`src/verilog/mem_pkg.sv`:
```
`default_nettype none

package mem_pkg;

    ////////////////////////////////////////
    // Widths
    ////////////////////////////////////////
    localparam int NB_WIDTH     = 32;  // Data and address bus
    localparam int NB_ADDR      = 9;   // Byte address into 512 bytes
    localparam int NB_WORD_ADDR = 7;   // Word index into 128 words
    localparam int NB_LANES     = 4;   // Byte lanes per word
    localparam int NB_BYTE      = 8;   // Bits per lane
    localparam int NB_REG       = 5;   // Register file index

    ////////////////////////////////////////
    // Access size codes
    ////////////////////////////////////////
    // Bit 2 selects zero extension, bits 1..0 the size
    typedef logic [2:0] bhw_t;

    localparam bhw_t BHW_B  = 3'b000;  // Signed byte
    localparam bhw_t BHW_H  = 3'b001;  // Signed halfword
    localparam bhw_t BHW_W  = 3'b011;  // Word
    localparam bhw_t BHW_BU = 3'b100;  // Unsigned byte
    localparam bhw_t BHW_HU = 3'b101;  // Unsigned halfword
    localparam bhw_t BHW_WU = 3'b111;  // Same as word at 32 bits

    localparam int BHW_UNS_BIT = 2;    // Zero extension flag

    ////////////////////////////////////////
    // Lane masks
    ////////////////////////////////////////
    // Bit k covers bits 8k+7 down to 8k
    typedef logic [NB_LANES-1:0] byte_en_t;

    localparam byte_en_t BE_NONE    = 4'b0000; // No access
    localparam byte_en_t BE_BYTE0   = 4'b0001; // Shifted by the byte offset
    localparam byte_en_t BE_LO_HALF = 4'b0011; // Lanes 0 and 1
    localparam byte_en_t BE_HI_HALF = 4'b1100; // Lanes 2 and 3
    localparam byte_en_t BE_ALL     = 4'b1111; // Full word

endpackage

`default_nettype wire

```
`src/verilog/mem_bus_if.sv`:
```
`timescale 1ns/1ps
`default_nettype none

////////////////////////////////////////
// Memory stage to data RAM
////////////////////////////////////////
interface mem_bus_if;
    import mem_pkg::*;

    logic                    we;        // Write strobe
    byte_en_t                byte_en;   // Active lanes
    logic [NB_WORD_ADDR-1:0] word_addr; // Word index
    logic [NB_WIDTH-1:0]     wdata;     // Lane aligned store data
    logic [NB_WIDTH-1:0]     rdata;     // Combinational read word

    // Stage side
    modport master (
        output we,
        output byte_en,
        output word_addr,
        output wdata,
        input  rdata
    );

    // RAM side
    modport slave (
        input  we,
        input  byte_en,
        input  word_addr,
        input  wdata,
        output rdata
    );

endinterface

`default_nettype wire

```
`src/verilog/access_aligner.sv`:
```
`timescale 1ns/1ps
`default_nettype none

module access_aligner (
    input  wire logic [1:0]                  i_addr_low,   // Byte offset in word
    input  wire mem_pkg::bhw_t               i_bhw,        // Size code
    input  wire logic [mem_pkg::NB_WIDTH-1:0] i_store_data, // Register value
    output mem_pkg::byte_en_t                o_byte_en,    // Lane mask
    output logic [mem_pkg::NB_WIDTH-1:0]     o_lane_data,  // Data placed in lanes
    output logic                             o_misalign    // Bad offset or bad code
);
    import mem_pkg::*;

    ////////////////////////////////////////
    // Lane decode
    ////////////////////////////////////////
    always_comb begin
        // Defaults give no access
        o_byte_en   = BE_NONE;
        o_lane_data = i_store_data;
        o_misalign  = 1'b0;

        case (i_bhw)
            BHW_B, BHW_BU: begin
                // Any offset is fine for a byte
                o_byte_en   = BE_BYTE0 << i_addr_low;
                o_lane_data = {NB_LANES{i_store_data[NB_BYTE-1:0]}};
            end
            BHW_H, BHW_HU: begin
                // Halfword copied into both halves
                o_lane_data = {(NB_LANES/2){i_store_data[2*NB_BYTE-1:0]}};
                if (i_addr_low[0]) begin
                    o_misalign = 1'b1; // Odd address
                end else begin
                    o_byte_en = i_addr_low[1] ? BE_HI_HALF : BE_LO_HALF;
                end
            end
            BHW_W, BHW_WU: begin
                if (i_addr_low != 2'b00) begin
                    o_misalign = 1'b1; // Word must sit on a word boundary
                end else begin
                    o_byte_en = BE_ALL;
                end
            end
            default: begin
                // Code 10 in the size field
                o_misalign = 1'b1;
            end
        endcase
    end

endmodule

`default_nettype wire

```
`src/verilog/load_extender.sv`:
```
`timescale 1ns/1ps
`default_nettype none

module load_extender (
    input  wire logic [mem_pkg::NB_WIDTH-1:0] i_rdata,     // Raw RAM word
    input  wire logic [1:0]                  i_addr_low,  // Byte offset in word
    input  wire mem_pkg::bhw_t               i_bhw,       // Size code
    input  wire mem_pkg::byte_en_t           i_byte_en,   // Mask from the aligner
    output logic [mem_pkg::NB_WIDTH-1:0]     o_load_data  // Extended result
);
    import mem_pkg::*;

    logic [NB_WIDTH-1:0]   shifted;   // Addressed lane moved to bit 0
    logic [NB_BYTE-1:0]    sel_byte;
    logic [2*NB_BYTE-1:0]  sel_half;
    logic                  byte_fill; // Extension bit for bytes
    logic                  half_fill; // Extension bit for halfwords

    ////////////////////////////////////////
    // Lane select
    ////////////////////////////////////////
    assign shifted  = i_rdata >> {i_addr_low, 3'b000}; // Offset times 8
    assign sel_byte = shifted[NB_BYTE-1:0];
    assign sel_half = shifted[2*NB_BYTE-1:0];

    // Zero when the unsigned bit is set
    assign byte_fill = ~i_bhw[BHW_UNS_BIT] & sel_byte[NB_BYTE-1];
    assign half_fill = ~i_bhw[BHW_UNS_BIT] & sel_half[2*NB_BYTE-1];

    ////////////////////////////////////////
    // Extension
    ////////////////////////////////////////
    always_comb begin
        o_load_data = '0; // Empty mask reads as zero
        if (i_byte_en != BE_NONE) begin
            case (i_bhw)
                BHW_B, BHW_BU: begin
                    o_load_data = {{(NB_WIDTH-NB_BYTE){byte_fill}}, sel_byte};
                end
                BHW_H, BHW_HU: begin
                    o_load_data = {{(NB_WIDTH-2*NB_BYTE){half_fill}}, sel_half};
                end
                BHW_W, BHW_WU: begin
                    o_load_data = i_rdata; // Nothing to extend
                end
                default: begin
                    o_load_data = '0;
                end
            endcase
        end
    end

endmodule

`default_nettype wire

```
`src/verilog/mem_stage.sv`:
```
`timescale 1ns/1ps
`default_nettype none

module mem_stage (
    input  wire logic                        i_clk,
    input  wire logic                        i_rst_n,
    input  wire logic [mem_pkg::NB_WIDTH-1:0] i_mem_addr,  // ALU result
    input  wire logic [mem_pkg::NB_WIDTH-1:0] i_mem_data,  // Store data
    input  wire logic                        i_mem_read,  // Load strobe
    input  wire logic                        i_mem_write, // Store strobe
    input  wire mem_pkg::bhw_t               i_bhw,       // Size code
    input  wire logic [mem_pkg::NB_REG-1:0]  i_rd,        // Destination register
    input  wire logic                        i_reg_write, // Writeback enable
    mem_bus_if.master                        bus,         // To the data RAM
    output logic [mem_pkg::NB_WIDTH-1:0]     o_wb_data,
    output logic [mem_pkg::NB_REG-1:0]       o_wb_rd,
    output logic                             o_wb_reg_write,
    output logic                             o_load_valid,
    output logic                             o_misalign
);
    import mem_pkg::*;

    byte_en_t            byte_en;    // Lane mask from the aligner
    logic [NB_WIDTH-1:0] lane_data;  // Store data in lanes
    logic                align_err;  // Bad offset or bad code
    logic [NB_WIDTH-1:0] load_data;  // Extended load word
    logic                access_req; // Any memory request
    logic                load_req;   // Load without a store

    ////////////////////////////////////////
    // Request decode
    ////////////////////////////////////////
    assign access_req = i_mem_read | i_mem_write;
    assign load_req   = i_mem_read & ~i_mem_write; // Store wins when both set

    ////////////////////////////////////////
    // Alignment and extension
    ////////////////////////////////////////
    access_aligner access_aligner_i (
        .i_addr_low   (i_mem_addr[1:0]),
        .i_bhw        (i_bhw),
        .i_store_data (i_mem_data),
        .o_byte_en    (byte_en),
        .o_lane_data  (lane_data),
        .o_misalign   (align_err)
    );

    load_extender load_extender_i (
        .i_rdata     (bus.rdata),
        .i_addr_low  (i_mem_addr[1:0]),
        .i_bhw       (i_bhw),
        .i_byte_en   (byte_en),
        .o_load_data (load_data)
    );

    ////////////////////////////////////////
    // Memory bus
    ////////////////////////////////////////
    assign bus.word_addr = i_mem_addr[NB_ADDR-1:2];           // Drop byte offset
    assign bus.byte_en   = byte_en;                           // Out on loads too
    assign bus.wdata     = lane_data;
    assign bus.we        = i_mem_write & (byte_en != BE_NONE); // No write when misaligned

    ////////////////////////////////////////
    // MEM/WB register
    ////////////////////////////////////////
    always_ff @(posedge i_clk or negedge i_rst_n) begin
        if (!i_rst_n) begin
            o_wb_data      <= '0;
            o_wb_rd        <= '0;
            o_wb_reg_write <= 1'b0;
            o_load_valid   <= 1'b0;
            o_misalign     <= 1'b0;
        end else begin
            // Load result on a load, address otherwise
            o_wb_data      <= load_req ? load_data : i_mem_addr;
            o_wb_rd        <= i_rd;
            o_wb_reg_write <= i_reg_write;
            o_load_valid   <= load_req;               // One cycle pulse
            o_misalign     <= access_req & align_err; // Only on real accesses
        end
    end

endmodule

`default_nettype wire

```
`src/flat_wrapper.sv`:
```
// flat-port wrapper written by rule: the top's interface ports become plain ports
module mem_stage_flat import mem_pkg::*;
  (i_clk, i_rst_n, i_mem_addr, i_mem_data, i_mem_read, i_mem_write, i_bhw, i_rd, i_reg_write, o_wb_data, o_wb_rd, o_wb_reg_write, o_load_valid, o_misalign, bus_we, bus_byte_en, bus_word_addr, bus_wdata, bus_rdata);
  mem_bus_if bus_i ();
  input  wire logic i_clk;
  input  wire logic i_rst_n;
  input  wire logic [mem_pkg::NB_WIDTH-1:0] i_mem_addr;
  input  wire logic [mem_pkg::NB_WIDTH-1:0] i_mem_data;
  input  wire logic i_mem_read;
  input  wire logic i_mem_write;
  input  wire mem_pkg::bhw_t i_bhw;
  input  wire logic [mem_pkg::NB_REG-1:0] i_rd;
  input  wire logic i_reg_write;
  output logic [mem_pkg::NB_WIDTH-1:0] o_wb_data;
  output logic [mem_pkg::NB_REG-1:0] o_wb_rd;
  output logic o_wb_reg_write;
  output logic o_load_valid;
  output logic o_misalign;
  output wire logic [$bits(bus_i.we)-1:0] bus_we;
  output wire logic [$bits(bus_i.byte_en)-1:0] bus_byte_en;
  output wire logic [$bits(bus_i.word_addr)-1:0] bus_word_addr;
  output wire logic [$bits(bus_i.wdata)-1:0] bus_wdata;
  input wire logic [$bits(bus_i.rdata)-1:0] bus_rdata;
  assign bus_we = bus_i.we;
  assign bus_byte_en = bus_i.byte_en;
  assign bus_word_addr = bus_i.word_addr;
  assign bus_wdata = bus_i.wdata;
  assign bus_i.rdata = bus_rdata;
  mem_stage u_core (.i_clk(i_clk), .i_rst_n(i_rst_n), .i_mem_addr(i_mem_addr), .i_mem_data(i_mem_data), .i_mem_read(i_mem_read), .i_mem_write(i_mem_write), .i_bhw(i_bhw), .i_rd(i_rd), .i_reg_write(i_reg_write), .bus(bus_i), .o_wb_data(o_wb_data), .o_wb_rd(o_wb_rd), .o_wb_reg_write(o_wb_reg_write), .o_load_valid(o_load_valid), .o_misalign(o_misalign));
endmodule
```
`config.mk`:
```
export PLATFORM = sky130hd
export DESIGN_NAME = mem_stage_flat
export DESIGN_NICKNAME = d
export VERILOG_FILES = /design/src/verilog/mem_pkg.sv /design/src/verilog/mem_bus_if.sv /design/src/verilog/access_aligner.sv /design/src/verilog/load_extender.sv /design/src/verilog/mem_stage.sv /design/src/flat_wrapper.sv
export SDC_FILE = /design/constraint.sdc
export NUM_CORES = 1
export LEC_CHECK = 0
export ABC_AREA = 1
export CAP_MARGIN = 20
export CORE_MARGIN = 2
export CORE_UTILIZATION = 55
export DETAILED_ROUTE_END_ITERATION = 10
export DONT_BUFFER_PORTS = 1
export GPL_ROUTABILITY_DRIVEN = 0
export PLACE_DENSITY = 0.7
export SLEW_MARGIN = 30
export SYNTH_ARGS = -nofsm -noshare
export SYNTH_HDL_FRONTEND = slang
export SYNTH_SLANG_ARGS = --single-unit
```
`constraint.sdc`:
```
create_clock -name i_clk -period 1.8 [get_ports i_clk]
set_clock_uncertainty 0.15 [all_clocks]
set_input_delay 0.09 -clock i_clk [delete_from_list [all_inputs] [get_ports i_clk]]
set_output_delay 0.09 -clock i_clk [all_outputs]
set_load 0.01 [all_outputs]
```
Word-level counts from Yosys, hierarchy flattened
Cells that the tools add are included.

$lt $le $gt $ge: 0. Multiplexer cells: 11. Equal/unequal tests: 5. Shift operators: 2. Reduce and logical (&&, ||, !) cells: 6. Bitwise logic cells: 8. Multipliers: 0. Div/mod/pow operators: 0. Add/subtract/negate cells: 0.

Operators with widths (count): one-hot mux 32 bit (3 select lines) (1); two-way mux 32 bit (2); one-hot mux 32 bit (2 select lines) (1); right shift 32 x 5 -> 16 bit (1); two-way mux 4 bit (3); one-hot mux 4 bit (3 select lines) (1); equality test 3 bit (second input constant) (3); OR reduction 2 bit (3); AND 1 bit (5); nonzero test 4 bit (1); left shift 1 x 2 -> 4 bit (first input constant) (1); equality test 3 x 1 -> 1 bit (second input constant) (1); equality test 3 x 2 -> 1 bit (second input constant) (1); logical NOT 3 bit (1); one-hot mux 1 bit (3 select lines) (1); two-way mux 1 bit (2); NOT 1 bit (2); nonzero test 2 bit (1); OR 1 bit (1).

Word-level logic and storage cells: 37. Bits in latches: 0. Memory bits (writable): 0. Register bits after elaboration: 40. Memories: 0. Bits in read-only memories: 0. Output and inout port bits: 84. Bits of input ports: 109.

Logic depth before layout (Yosys ltp)
Gate-level depths: netlist of the first run.

Depth after elaboration: 6. Gate-level depth with buffers: 11. Mapped depth without buffers: 9.

Modules after synthesis
From an unflattened synthesis of the first run, not the netlist that was laid out.

Cells, all modules: 520. Area, all modules: 3195.6 um2.

By module, submodules not included: mem_stage (seq. area each 1001.0 um2, instances 1, cells an instance 157, area an instance 1496.4 um2); load_extender (seq. area each 0.0 um2, instances 1, cells an instance 250, area an instance 1166.1 um2); access_aligner (seq. area each 0.0 um2, instances 1, cells an instance 113, area an instance 533.0 um2).

Worst setup path before layout of the first run
OpenSTA, ideal clock, no wires.

Path type: in2reg. From: in i_mem_addr[1] (netlist bit). To: reg u_core.o_wb_data[21] (netlist bit). Setup slack: 0.600 ns. Stages on the path: 9. Setup time: 0.116 ns. Data arrival time: 0.934 ns. Cell sequence: buf_2 -> inv_2 -> nand3_1 -> nand3_1 -> nand3_4 -> buf_6 -> nand3_2 -> nand2_2 -> nand2_1.

Longest elaborated chain between the ends: 6.

RTL lines: start, declared (line flat_wrapper.sv:7) `input wire logic [mem_pkg::NB_WIDTH-1:0] i_mem_addr;`; parallel branches: the longest is 4 deep, another holds right shift 32 x 5 -> 16 bit; two-way mux 32 bit * (line load_extender.sv:35) `if (i_byte_en != BE_NONE) begin`; two-way mux 32 bit * (line mem_stage.sv:76) `o_wb_data <= load_req ? load_data : i_mem_addr;`; end signal, assigned (line mem_stage.sv:76); end, declared (line mem_stage.sv:15) `output logic [mem_pkg::NB_WIDTH-1:0] o_wb_data,`.

Every way passes the cells marked *.

Worst setup path in the final report of the first run
From: in i_mem_write. To: reg u_core.o_wb_data[0] (netlist bit).

Longest elaborated chain between the ends: 3.

RTL lines: start, declared (line flat_wrapper.sv:10) `input wire logic i_mem_write;`; NOT 1 bit (line mem_stage.sv:34) `assign load_req = i_mem_read & ~i_mem_write;`; AND 1 bit (line mem_stage.sv:34); named net u_core.load_req (line mem_stage.sv:28) `logic load_req;`; two-way mux 32 bit (line mem_stage.sv:76).

The timed path passes the listed nets, and every way through them passes these cells.

==> key figures, run 1 <==
STA
  – RSZ-0062 raised after global routing: no
  – Final period utilization: 0.868
  – Hold Vio Cnt, Final: 0
  – Final Max Tran Viols: 0
  – Crit path time final: 1.56 ns
  – Setup violations, final: 0
  – Slew margin rel.: 0.735
  – Maximum clock frequency: ~640 MHz
  – Slew @ Worst Pin: 0.397 ns
  – Total negative slack: 0 ns

Floorplan
  – Die Width: approximately 77 µm
  – Die extent in y: 76.6 µm
  – Initial Utilization: 0.568
  – Area of the core: between 5000 and 6000 µm²
  – Die Area: 5870 µm²
  – Io pins: 193
  – # rows: 26

Final layout
  – Layout cells sized above 1: 0.184
  – Most common cell after layout, fill and taps aside: nand2_1
  – Synth-to-Final Area Change: 25.8%
  – # nets final: ~580
  – Number of diodes: 0
  – Layout fillers: 416
  – Non-Filler Instances: between 500 and 600
  – Final core utilization: 0.714
  – Most frequent cells in the layout: nand2_1, dlygate4sd3_1, nand2_2

Route
  – Final wirelength: 9140 µm
  – WL per Instance: 17.0 µm
  – DR vias/cell: 5.49
  – DR vias: 2954
  – Drt first pass iters: 6
  – Antenna Nets Post-Route: 0
  – Iter 0 DRT Violations: 246
  – DRC viols: 0

Synth
  – Post-synth top area cell: dfrtp_1
  – Part of the Yosys area used for sequential elements: 0.345
  – Post-synthesis net count: 522
  – Cell Area, Synth: 2900 µm²
  – Cells after Synth: between 400 and 500
  – Synth Area per Inst: 7.02 µm²
  – Area fraction of the dominant cell type after synthesis: 0.345
  – Synth top area cells: dfrtp_1, nand2_1, nand2_2
  – #FFs+latches synth: 40
  – Post-synth cell types: 28
  – Synthesis Warnings: 0

Worst setup path
  – Crit-path cells: dlygate4sd3_1, nor2_1, dlygate4sd3_1, o21ai_1
  – Max stage delay on crit path: 0.64 ns
  – Slowest stage cell on the critical path: dlygate4sd3_1
  – Maximum fanout along the worst path: 2
  – Req. time, crit path: 1.84 ns
  – Setup Crit Path Kind: input port to register
  – Cell mode on critical path: dlygate4sd3_1
  – CP Launch Type: input port
  – Critical path arrival: 1.60 ns
  – Crit end category: register

Clock tree
  – Clock Sinks: 40
  – TritonCTS clock tree: yes
  – Clock Path Buffers: 2
  – CTS clock-pin slew for the worst setup and hold paths: 0.09 ns
  – Post-CTS Setup Bufs: 0
  – CTS H-tree lvls: 2
  – CTS Buf Count: 5
  – Clk root buf: clkbuf_8

Worst hold path
  – Min-delay worst type: input port to register

Placed design
  – Placed cell count: 454
  – Placed wire-length estimate: 5850 µm
  – PortBufs: 0

Power
  – Worst VDD drop: 0.359 mV
  – Power Density: between 600 and 700 nW/µm²
  – Final Power: about 2.4 mW
  – Lkg Pwr: 1.94 nW

Global route
  – First-pass GRT wire length: between 10000 and 15000 µm
  – Total gr overflow: 0
  – Vias in the first global route: 2902
  – Initial antenna violation count: 0
  – Largest net degree at the start of global routing: 41
  – Total GRT Usage: 0.310

Job
  – # Max-Cap Violations: 0

Outcome
  – Status: complete, no violations
## cell type report
class	count	area, µm²	share of cell area
clock buffers	6	82.6	0.0226
clock inverters	2	38.8	0.0106
inverters	19	78.8	0.0216
multi-input cells	322	1550	0.426
flip-flops and latches	40	1000	0.274
well taps	70	87.6	0.0240
repair buffers	79	806	0.221
## final timing paths
kind,from,to,depth (start not counted)
hold / removal,bus_rdata[8],u_core.o_wb_data[0]$_DFF_PN0_,6
min in group asynchronous,i_rst_n,u_core.o_wb_data[0]$_DFF_PN0_,2
setup / recovery,i_mem_write,u_core.o_wb_data[0]$_DFF_PN0_,4
max in group asynchronous,i_rst_n,u_core.o_wb_data[3]$_DFF_PN0_,2
## stage by stage
stage / area, µm² / worst slack, ns / hold slack (ns)
after floorplan: 2900 / 0.600 / -0.356
after global placement: 2760 / 0.536 / -0.355
after detailed placement: 2760 / 0.490 / -0.355
after CTS: 3650 / 0.305 / 0.00300
after global routing: 3650 / 0.208 / 0.0232
final: 3650 / 0.238 / 0.0113
## layer usage
layer / up-vias / share of wire / global-route usage
met4: 0 / 0.021 / 0.113
met2: 199 / 0.50 / 0.537
met5: - / 0 / 0
met3: 23 / 0.089 / 0.0746
li1: 1366 / - / -
met1: 1366 / 0.39 / 0.374
## registers in the layout, summed over array words and instances, names as in the netlist
| name | flops |
|---|---|
| u_core.o_wb_data | 32 |
| u_core.o_wb_rd | 5 |
| u_core.o_load_valid | 1 |
| u_core.o_misalign | 1 |
| u_core.o_wb_reg_write | 1 |
## kinds of logic after synthesis
family                 share of synthesized area
buffers and inverters                      0.120
DFF                                        0.345
AOI/OAI and AO/OA                         0.0419
and+or+nand+nor                            0.494
## power by group
group	total, mW	switching [mW]	internal [mW]
clock network	0.785	0.331	0.454
logic	0.569	0.326	0.243
registers	1.02	0.0597	0.963
## cell usage after synthesis (all sizes together)
cell	instances
a21boi	1
a22oi	1
buf	28
clkbuf	4
dfrtp	40
inv	19
nand2	252
nand3	39
nor2	11
o211ai	5
o21a	1
o21ai	11
o22ai	1
## critical path: cells and delay by family
family | cells | cell delay, ns
buffers and inverters | 2 | 1.22
AOI/OAI and AO/OA | 1 | 0.07
and+or+nand+nor | 1 | 0.23
## repair_timing
action	4_1_cts	5_1_grt
hold endpoints to repair	80	0
resized for setup	0	0
hold buffers	76	0
No activity file was read; power rests on OpenSTA's default activity.
==> inputs of run 2 (changes only) <==
--- a/config.mk
+++ b/config.mk
@@ -5,14 +5,13 @@
 export SDC_FILE = /design/constraint.sdc
 export NUM_CORES = 1
 export LEC_CHECK = 0
-export ABC_AREA = 1
 export CAP_MARGIN = 20
-export CORE_MARGIN = 2
-export CORE_UTILIZATION = 55
+export CORE_AREA = 2 2 75 77
 export DETAILED_ROUTE_END_ITERATION = 10
+export DIE_AREA = 0 0 77 79
 export DONT_BUFFER_PORTS = 1
 export GPL_ROUTABILITY_DRIVEN = 0
-export PLACE_DENSITY = 0.7
+export PLACE_DENSITY = 0.65
 export SLEW_MARGIN = 30
 export SYNTH_ARGS = -nofsm -noshare
 export SYNTH_HDL_FRONTEND = slang
==> run 2 against run 1 <==
Sequential cell count did not move. Clock power decreased by 6.2%. Critical path type unchanged. First-iteration DRC count down 61%. Power is 3.9% lower. Fmax decreased by 11%. Critical endpoint is now u_core.o_wb_data[28]$_DFF_PN0_. Largest cell class unchanged. Highest routed layer unchanged. Synthesized area decreased by 9.0%. Combinational power decreased by 9.8%.
==> key figures, run 2 <==
Clock tree
  – Clock Path Buffers: 2
  – TritonCTS clock tree: yes
  – CTS H-tree lvls: 2
  – CTS Buf Count: 5
  – Clk root buf: clkbuf_8
  – Post-CTS Setup Bufs: 0
  – CTS clock-pin slew for the worst setup and hold paths: 0.08 ns
  – Clock Sinks: 40

Synth
  – Xor and xnor area share after synthesis: 0.00332
  – Post-synth top cells: dfrtp_1, o21ai_0, a21oi_1
  – Post-synthesis net count: 377
  – Synth top area cells: dfrtp_1, mux2_2, a221o_1
  – Synthesis Warnings: 0
  – Compound-gate portion of the synthesized area: 0.264
  – Cell Area, Synth: 2640 µm²
  – Post-Synth Simple-Gate Area: 0.0972
  – Largest family of logic cells by synthesized area: compound AO/OA/AOI/OAI gates
  – #FFs+latches synth: 40
  – Adder-cell share of the synthesized area: 0
  – Area fraction of the dominant cell type after synthesis: 0.379
  – Post-synth top area cell: dfrtp_1
  – Number of synthesized flops with an enable pin: 0
  – Count leader, synth: dfrtp_1
  – Cells after Synth: 268
  – Async SR Flop Fraction: 1.00
  – Post-synth cell types: 34
  – Main flop type after synthesis: dfrtp_1
  – Synth Area per Inst: 9.85 µm²
  – Mux cell area share after synthesis: 0.156
  – Part of the Yosys area used for sequential elements: 0.379

Route
  – Drt first pass iters: 4
  – DR vias: 2394
  – Final wirelength: 8490 µm
  – DR vias/cell: 6.19
  – Antenna Nets Post-Route: 0
  – Iter 0 DRT Violations: between 90 and 100
  – WL per Instance: 21.9 µm
  – DRC viols: 0

Worst hold path
  – Min-delay worst type: input port to register
  – Hold_sp: i_mem_addr[16]

STA
  – Hold slack: between 0.015 and 0.02 ns
  – Setup ws final: 0.0546 ns
  – Crit path time final: 1.75 ns
  – Slew margin rel.: 0.643
  – Slew @ Worst Pin: 0.534 ns
  – Hold Vio Cnt, Final: 0
  – Final Max Tran Viols: 0
  – Setup violations, final: 0
  – Maximum clock frequency: 573 MHz
  – Final period utilization: 0.970

Placed design
  – DP Worst Slack: 0.246 ns
  – Placed cell count: 303
  – PortBufs: 0
  – Placed wire-length estimate: around 5500 µm

Floorplan
  – # rows: 27
  – Initial Utilization: 0.494
  – Io pins: 193
  – Die extent in y: roughly 79 µm
  – Area of the core: 5340 µm²
  – Die Width: about 77 µm
  – Die Area: 6080 µm²

Final layout
  – Most frequent cells in the layout: dlygate4sd3_1, dfrtp_1, o21ai_0
  – Most common cell after layout, fill and taps aside: dlygate4sd3_1
  – Top flop regs: u_core.o_wb_data x32, u_core.o_wb_rd x5
  – Synth-to-Final Area Change: 29.7%
  – Max reg flops: 32
  – Top reg by flops: u_core.o_wb_data
  – Layout cells sized above 1: 0.149
  – Number of diodes: 0
  – # nets final: 423
  – Non-Filler Instances: 387
  – Final core utilization: 0.641

Power
  – Power Density: 667 nW/µm²
  – Lkg Pwr: 1.43 nW
  – Worst VDD drop: a little under 0.4 mV

Outcome
  – Status: complete, no violations

Global route
  – Total gr overflow: 0
  – Routing usage on met1: 0.283
  – Most Used Layer, Global Route: met2
  – Initial antenna violation count: 0
  – Vias in the first global route: 2403
  – Largest net degree at the start of global routing: 57
  – Met3 usage: 0.0716
  – Total GRT Usage: 0.272
  – First-pass GRT wire length: 13000 µm
  – Met2 Usage GRT: 0.522

Worst setup path
  – Setup Crit Path Kind: input port to register
  – Maximum fanout along the worst path: 37
  – Req. time, crit path: around 1.8 ns
  – Critical Path Start: i_mem_addr[1]
  – Critical path arrival: ~1.8 ns
  – CP Launch Type: input port
  – Crit end category: register

Job
  – # Max-Cap Violations: 0
==> run 2: cell types whose count changed in the layout (fill, tap and decap cells not counted), moves of 22 or more <==
cell / before / now
o21ai_0: 7 / 29
nand2_2: 43 / 0
a21oi_1: 0 / 26
nand3_1: 28 / 0
nand2_1: 206 / 8
mux2_2: 0 / 24
==> run 2: what timing repair did <==
| item | in CTS | in global routing |
|---|---|---|
| hold buffers | 76 | 0 |
| gates resized for setup | 0 | 7 |
| hold endpoints to repair | 79 | 0 |
| endpoints found under the setup margin | 0 | 23 |
==> run 2: area by class of cell <==
type	count	area, µm²
repair buffers	81	816
inverters	3	11.3
clock inverters	3	42.5
multi-input cells	183	1390
flip-flops and latches	40	1000
fillers	460	1910
well taps	72	90.1
clock buffers	5	68.8
==> run 2: metrics by stage <==
stage	area (µm²)	TNS, ns	power, mW
after floorplan	2640	0	1.39
after global placement	2520	0	1.36
after detailed placement	2520	0	1.36
after CTS	3400	0	2.27
after global routing	3420	-0.00764	2.37
final	3420	0	2.28
==> run 2: worst paths after layout <==
| kind | end | slack, ns | depth (start not counted) |
|---|---|---|---|
| max in group asynchronous | u_core.o_wb_data[2]$_DFF_PN0_ | 1.18 | 2 |
| worst min-delay path | u_core.o_wb_data[16]$_DFF_PN0_ | 0.02 | 2 |
| worst max-delay path | u_core.o_wb_data[28]$_DFF_PN0_ | 0.05 | 6 |
| min in group asynchronous | u_core.o_wb_data[19]$_DFF_PN0_ | 0.13 | 2 |
==> run 2: layer usage <==
| layer | up-vias | part of all wire |
|---|---|---|
| met2 | 139 | 0.54 |
| li1 | 1073 | - |
| met3 | 18 | 0.069 |
| met4 | 0 | 0.029 |
| met1 | 1164 | 0.36 |
| met5 | - | 0 |
==> run 2: logic make-up (layout without fill, tap and decap cells) <==
family | after synthesis | count (layout)
buffers and inverters | 45 | 92
muxes | 37 | 37
AOI/OAI and AO/OA | 100 | 100
xor gates and xnor gates | 1 | 1
and+or+nand+nor | 45 | 45
DFF | 40 | 40
==> run 2: worst max-delay path, stage by stage <==
cell and delay, ns:
mux4_2 0.48, nor2_2 0.11, nor4bb_2 0.05, buf_4 0.19, a221o_1 0.28, dlygate4sd3_1 0.57
==> run 2: where the power goes <==
| part | switching, mW | internal (mW) | total [mW] |
|---|---|---|---|
| registers | 0.0658 | 0.967 | 1.03 |
| logic | 0.210 | 0.304 | 0.513 |
| clock network | 0.326 | 0.410 | 0.736 |
==> inputs of run 3 (changes only) <==
--- a/config.mk
+++ b/config.mk
@@ -6,12 +6,13 @@
 export NUM_CORES = 1
 export LEC_CHECK = 0
 export CAP_MARGIN = 20
-export CORE_AREA = 2 2 75 77
+export CORE_MARGIN = 8
+export CORE_UTILIZATION = 55
 export DETAILED_ROUTE_END_ITERATION = 10
-export DIE_AREA = 0 0 77 79
 export DONT_BUFFER_PORTS = 1
 export GPL_ROUTABILITY_DRIVEN = 0
-export PLACE_DENSITY = 0.65
+export PLACE_DENSITY = 0.7
+export REMOVE_ABC_BUFFERS = 1
 export SLEW_MARGIN = 30
 export SYNTH_ARGS = -nofsm -noshare
 export SYNTH_HDL_FRONTEND = slang
==> run 3 against run 2 <==
Power decreased by 2.0%. Utilization increased by 8.2 points. Final area down 1.5%. Wire length is 8.4% higher. First-iteration DRC count increased by 96%.
==> key figures, run 3 (synthesis gave the netlist of run 2 again) <==
Outcome
  – Status: complete, no violations

Worst setup path
  – Crit end category: register
  – CP Launch Type: input port
  – Critical path arrival: 1.74 ns
  – Req. time, crit path: ~1.8 ns
  – CP Capture Point: u_core.o_wb_data[14]$_DFF_PN0_
  – Critical Path Start: i_mem_addr[0]
  – Setup Crit Path Kind: input port to register
  – Maximum fanout along the worst path: 23

Worst hold path
  – Hold_sp: bus_rdata[14]
  – Min-delay worst type: input port to register

STA
  – Final period utilization: 0.966
  – Slew margin rel.: 0.494
  – Maximum clock frequency: 575 MHz
  – Hold Vio Cnt, Final: 0
  – Final Max Tran Viols: 0
  – Total negative slack: 0 ns
  – RSZ-0062 raised after global routing: no
  – Setup violations, final: 0
  – Slew @ Worst Pin: about 0.76 ns
  – Crit path time final: between 1.5 and 2 ns

Power
  – Cell Int Power: 1.66 mW
  – Worst VDD drop: 0.308 mV
  – Sw frac: 0.257
  – Combinational power share: 0.219
  – Power Density: 663 nW/µm²
  – Psw: 0.576 mW
  – Clk network pwr share: 0.318
  – Lkg Pwr: 1.38 nW
  – Reg power frac: 0.463

Final layout
  – Layout cells sized above 1: 0.140
  – Layout fillers: 325
  – Max reg flops: 32
  – Most frequent cells in the layout: dlygate4sd3_1, dfrtp_1, o21ai_0
  – Final core utilization: 0.724
  – Top reg by flops: u_core.o_wb_data
  – Multi-input logic area: 1390 µm²
  – Number of diodes: 0
  – Register area: ~1000 µm²
  – Top flop regs: u_core.o_wb_data x32, u_core.o_wb_rd x5
  – Synth-to-Final Area Change: 27.8%
  – # nets final: 422
  – Most common cell after layout, fill and taps aside: dlygate4sd3_1

Clock tree
  – CTS Buf Count: 5
  – TritonCTS clock tree: yes
  – Clk root buf: clkbuf_8
  – CTS H-tree lvls: 2
  – Post-CTS sizing: 0
  – Post-CTS Setup Bufs: 0
  – Clock Sinks: 40
  – Clock Path Buffers: 2
  – Post-CTS Hold Buffers: 72
  – CTS clock-pin slew for the worst setup and hold paths: about 0.080 ns

Global route
  – Total GRT Usage: 0.239
  – Total gr overflow: 0
  – Vias in the first global route: 2495
  – Initial antenna violation count: 0
  – First-pass GRT wire length: 13700 µm
  – Largest net degree at the start of global routing: 57

Floorplan
  – Die Width: 85.3 µm
  – # rows: 25
  – Initial Utilization: 0.566
  – Area of the core: 4660 µm²
  – Die extent in y: 85.3 µm
  – Io pins: 193
  – Die Area: approximately 7300 µm²

Route
  – DR vias/cell: 6.58
  – DR vias: 2422
  – Drt first pass iters: 4
  – Iter 0 DRT Violations: roughly 190
  – WL per Instance: 25.0 µm
  – DRC viols: 0
  – Final wirelength: 9200 µm
  – Antenna Nets Post-Route: 0

Placed design
  – Placed wire-length estimate: 6020 µm
  – PortBufs: 0

Job
  – # Max-Cap Violations: 0
==> run 3: worst max-delay path, cell delays in order <==
cell and delay [ns]:
dlygate4sd3_1 0.78, a21oi_1 0.07, dlygate4sd3_1 0.57, o21ai_0 0.15, a21oi_1 0.08
==> run 3: worst min-delay path by stage <==
| stage | to | depth (start not counted) |
|---|---|---|
| after floorplan | u_core.o_load_valid$_DFF_PN0_ | 0 |
| after CTS | u_core.o_wb_data[12]$_DFF_PN0_ | 4 |
| after global placement | u_core.o_wb_rd[1]$_DFF_PN0_ | 0 |
| after global routing | u_core.o_wb_data[11]$_DFF_PN0_ | 4 |
| after detailed placement | u_core.o_wb_data[10]$_DFF_PN0_ | 0 |
| final | u_core.o_wb_data[14]$_DFF_PN0_ | 3 |
==> run 3: cell type report <==
type                            count  area share
Multi-Input combinational cell    183       0.412
Sequential cell                    40       0.297
Timing Repair Buffer               80       0.236
Clock buffer                        6      0.0215
Tap cell                           54      0.0200
Clock inverter                      2      0.0104
Inverter                            3     0.00334
==> run 3: power groups by stage <==
stage | clock network (mW) | logic (mW) | registers (mW)
6_report | 0.711 | 0.490 | 1.04
5_1_grt | 0.751 | 0.533 | 1.04
4_1_cts | 0.714 | 0.483 | 1.04
3_5_place_dp | 0 | 0.319 | 1.05
3_3_place_gp | 0 | 0.315 | 1.05
2_1_floorplan | 0 | 0.263 | 1.04
==> run 3: through the flow <==
| stage | power [mW] | hold slack, ns | std cells | instance area (µm²) | setup WS, ns |
|---|---|---|---|---|---|
| finish | 2.24 | 0.0149 | 368 | 3370 | 0.0617 |
| global route | 2.32 | 0.0275 | 368 | 3370 | 0.0490 |
| CTS | 2.23 | 0.00272 | 366 | 3350 | 0.112 |
| detailed placement | 1.37 | -0.355 | 286 | 2510 | -0.0383 |
| global placement | 1.37 | -0.355 | 286 | 2510 | 0.00370 |
| floorplan | 1.30 | -0.356 | 226 | 2390 | -0.888 |
==> run 3: routing by layer <==
layer,share of wire,routed length (µm),global-route usage
met5,0,0,0
met4,0.0092,85,0.0637
met3,0.11,994,0.0869
met1,0.35,3250,0.245
met2,0.53,4880,0.443
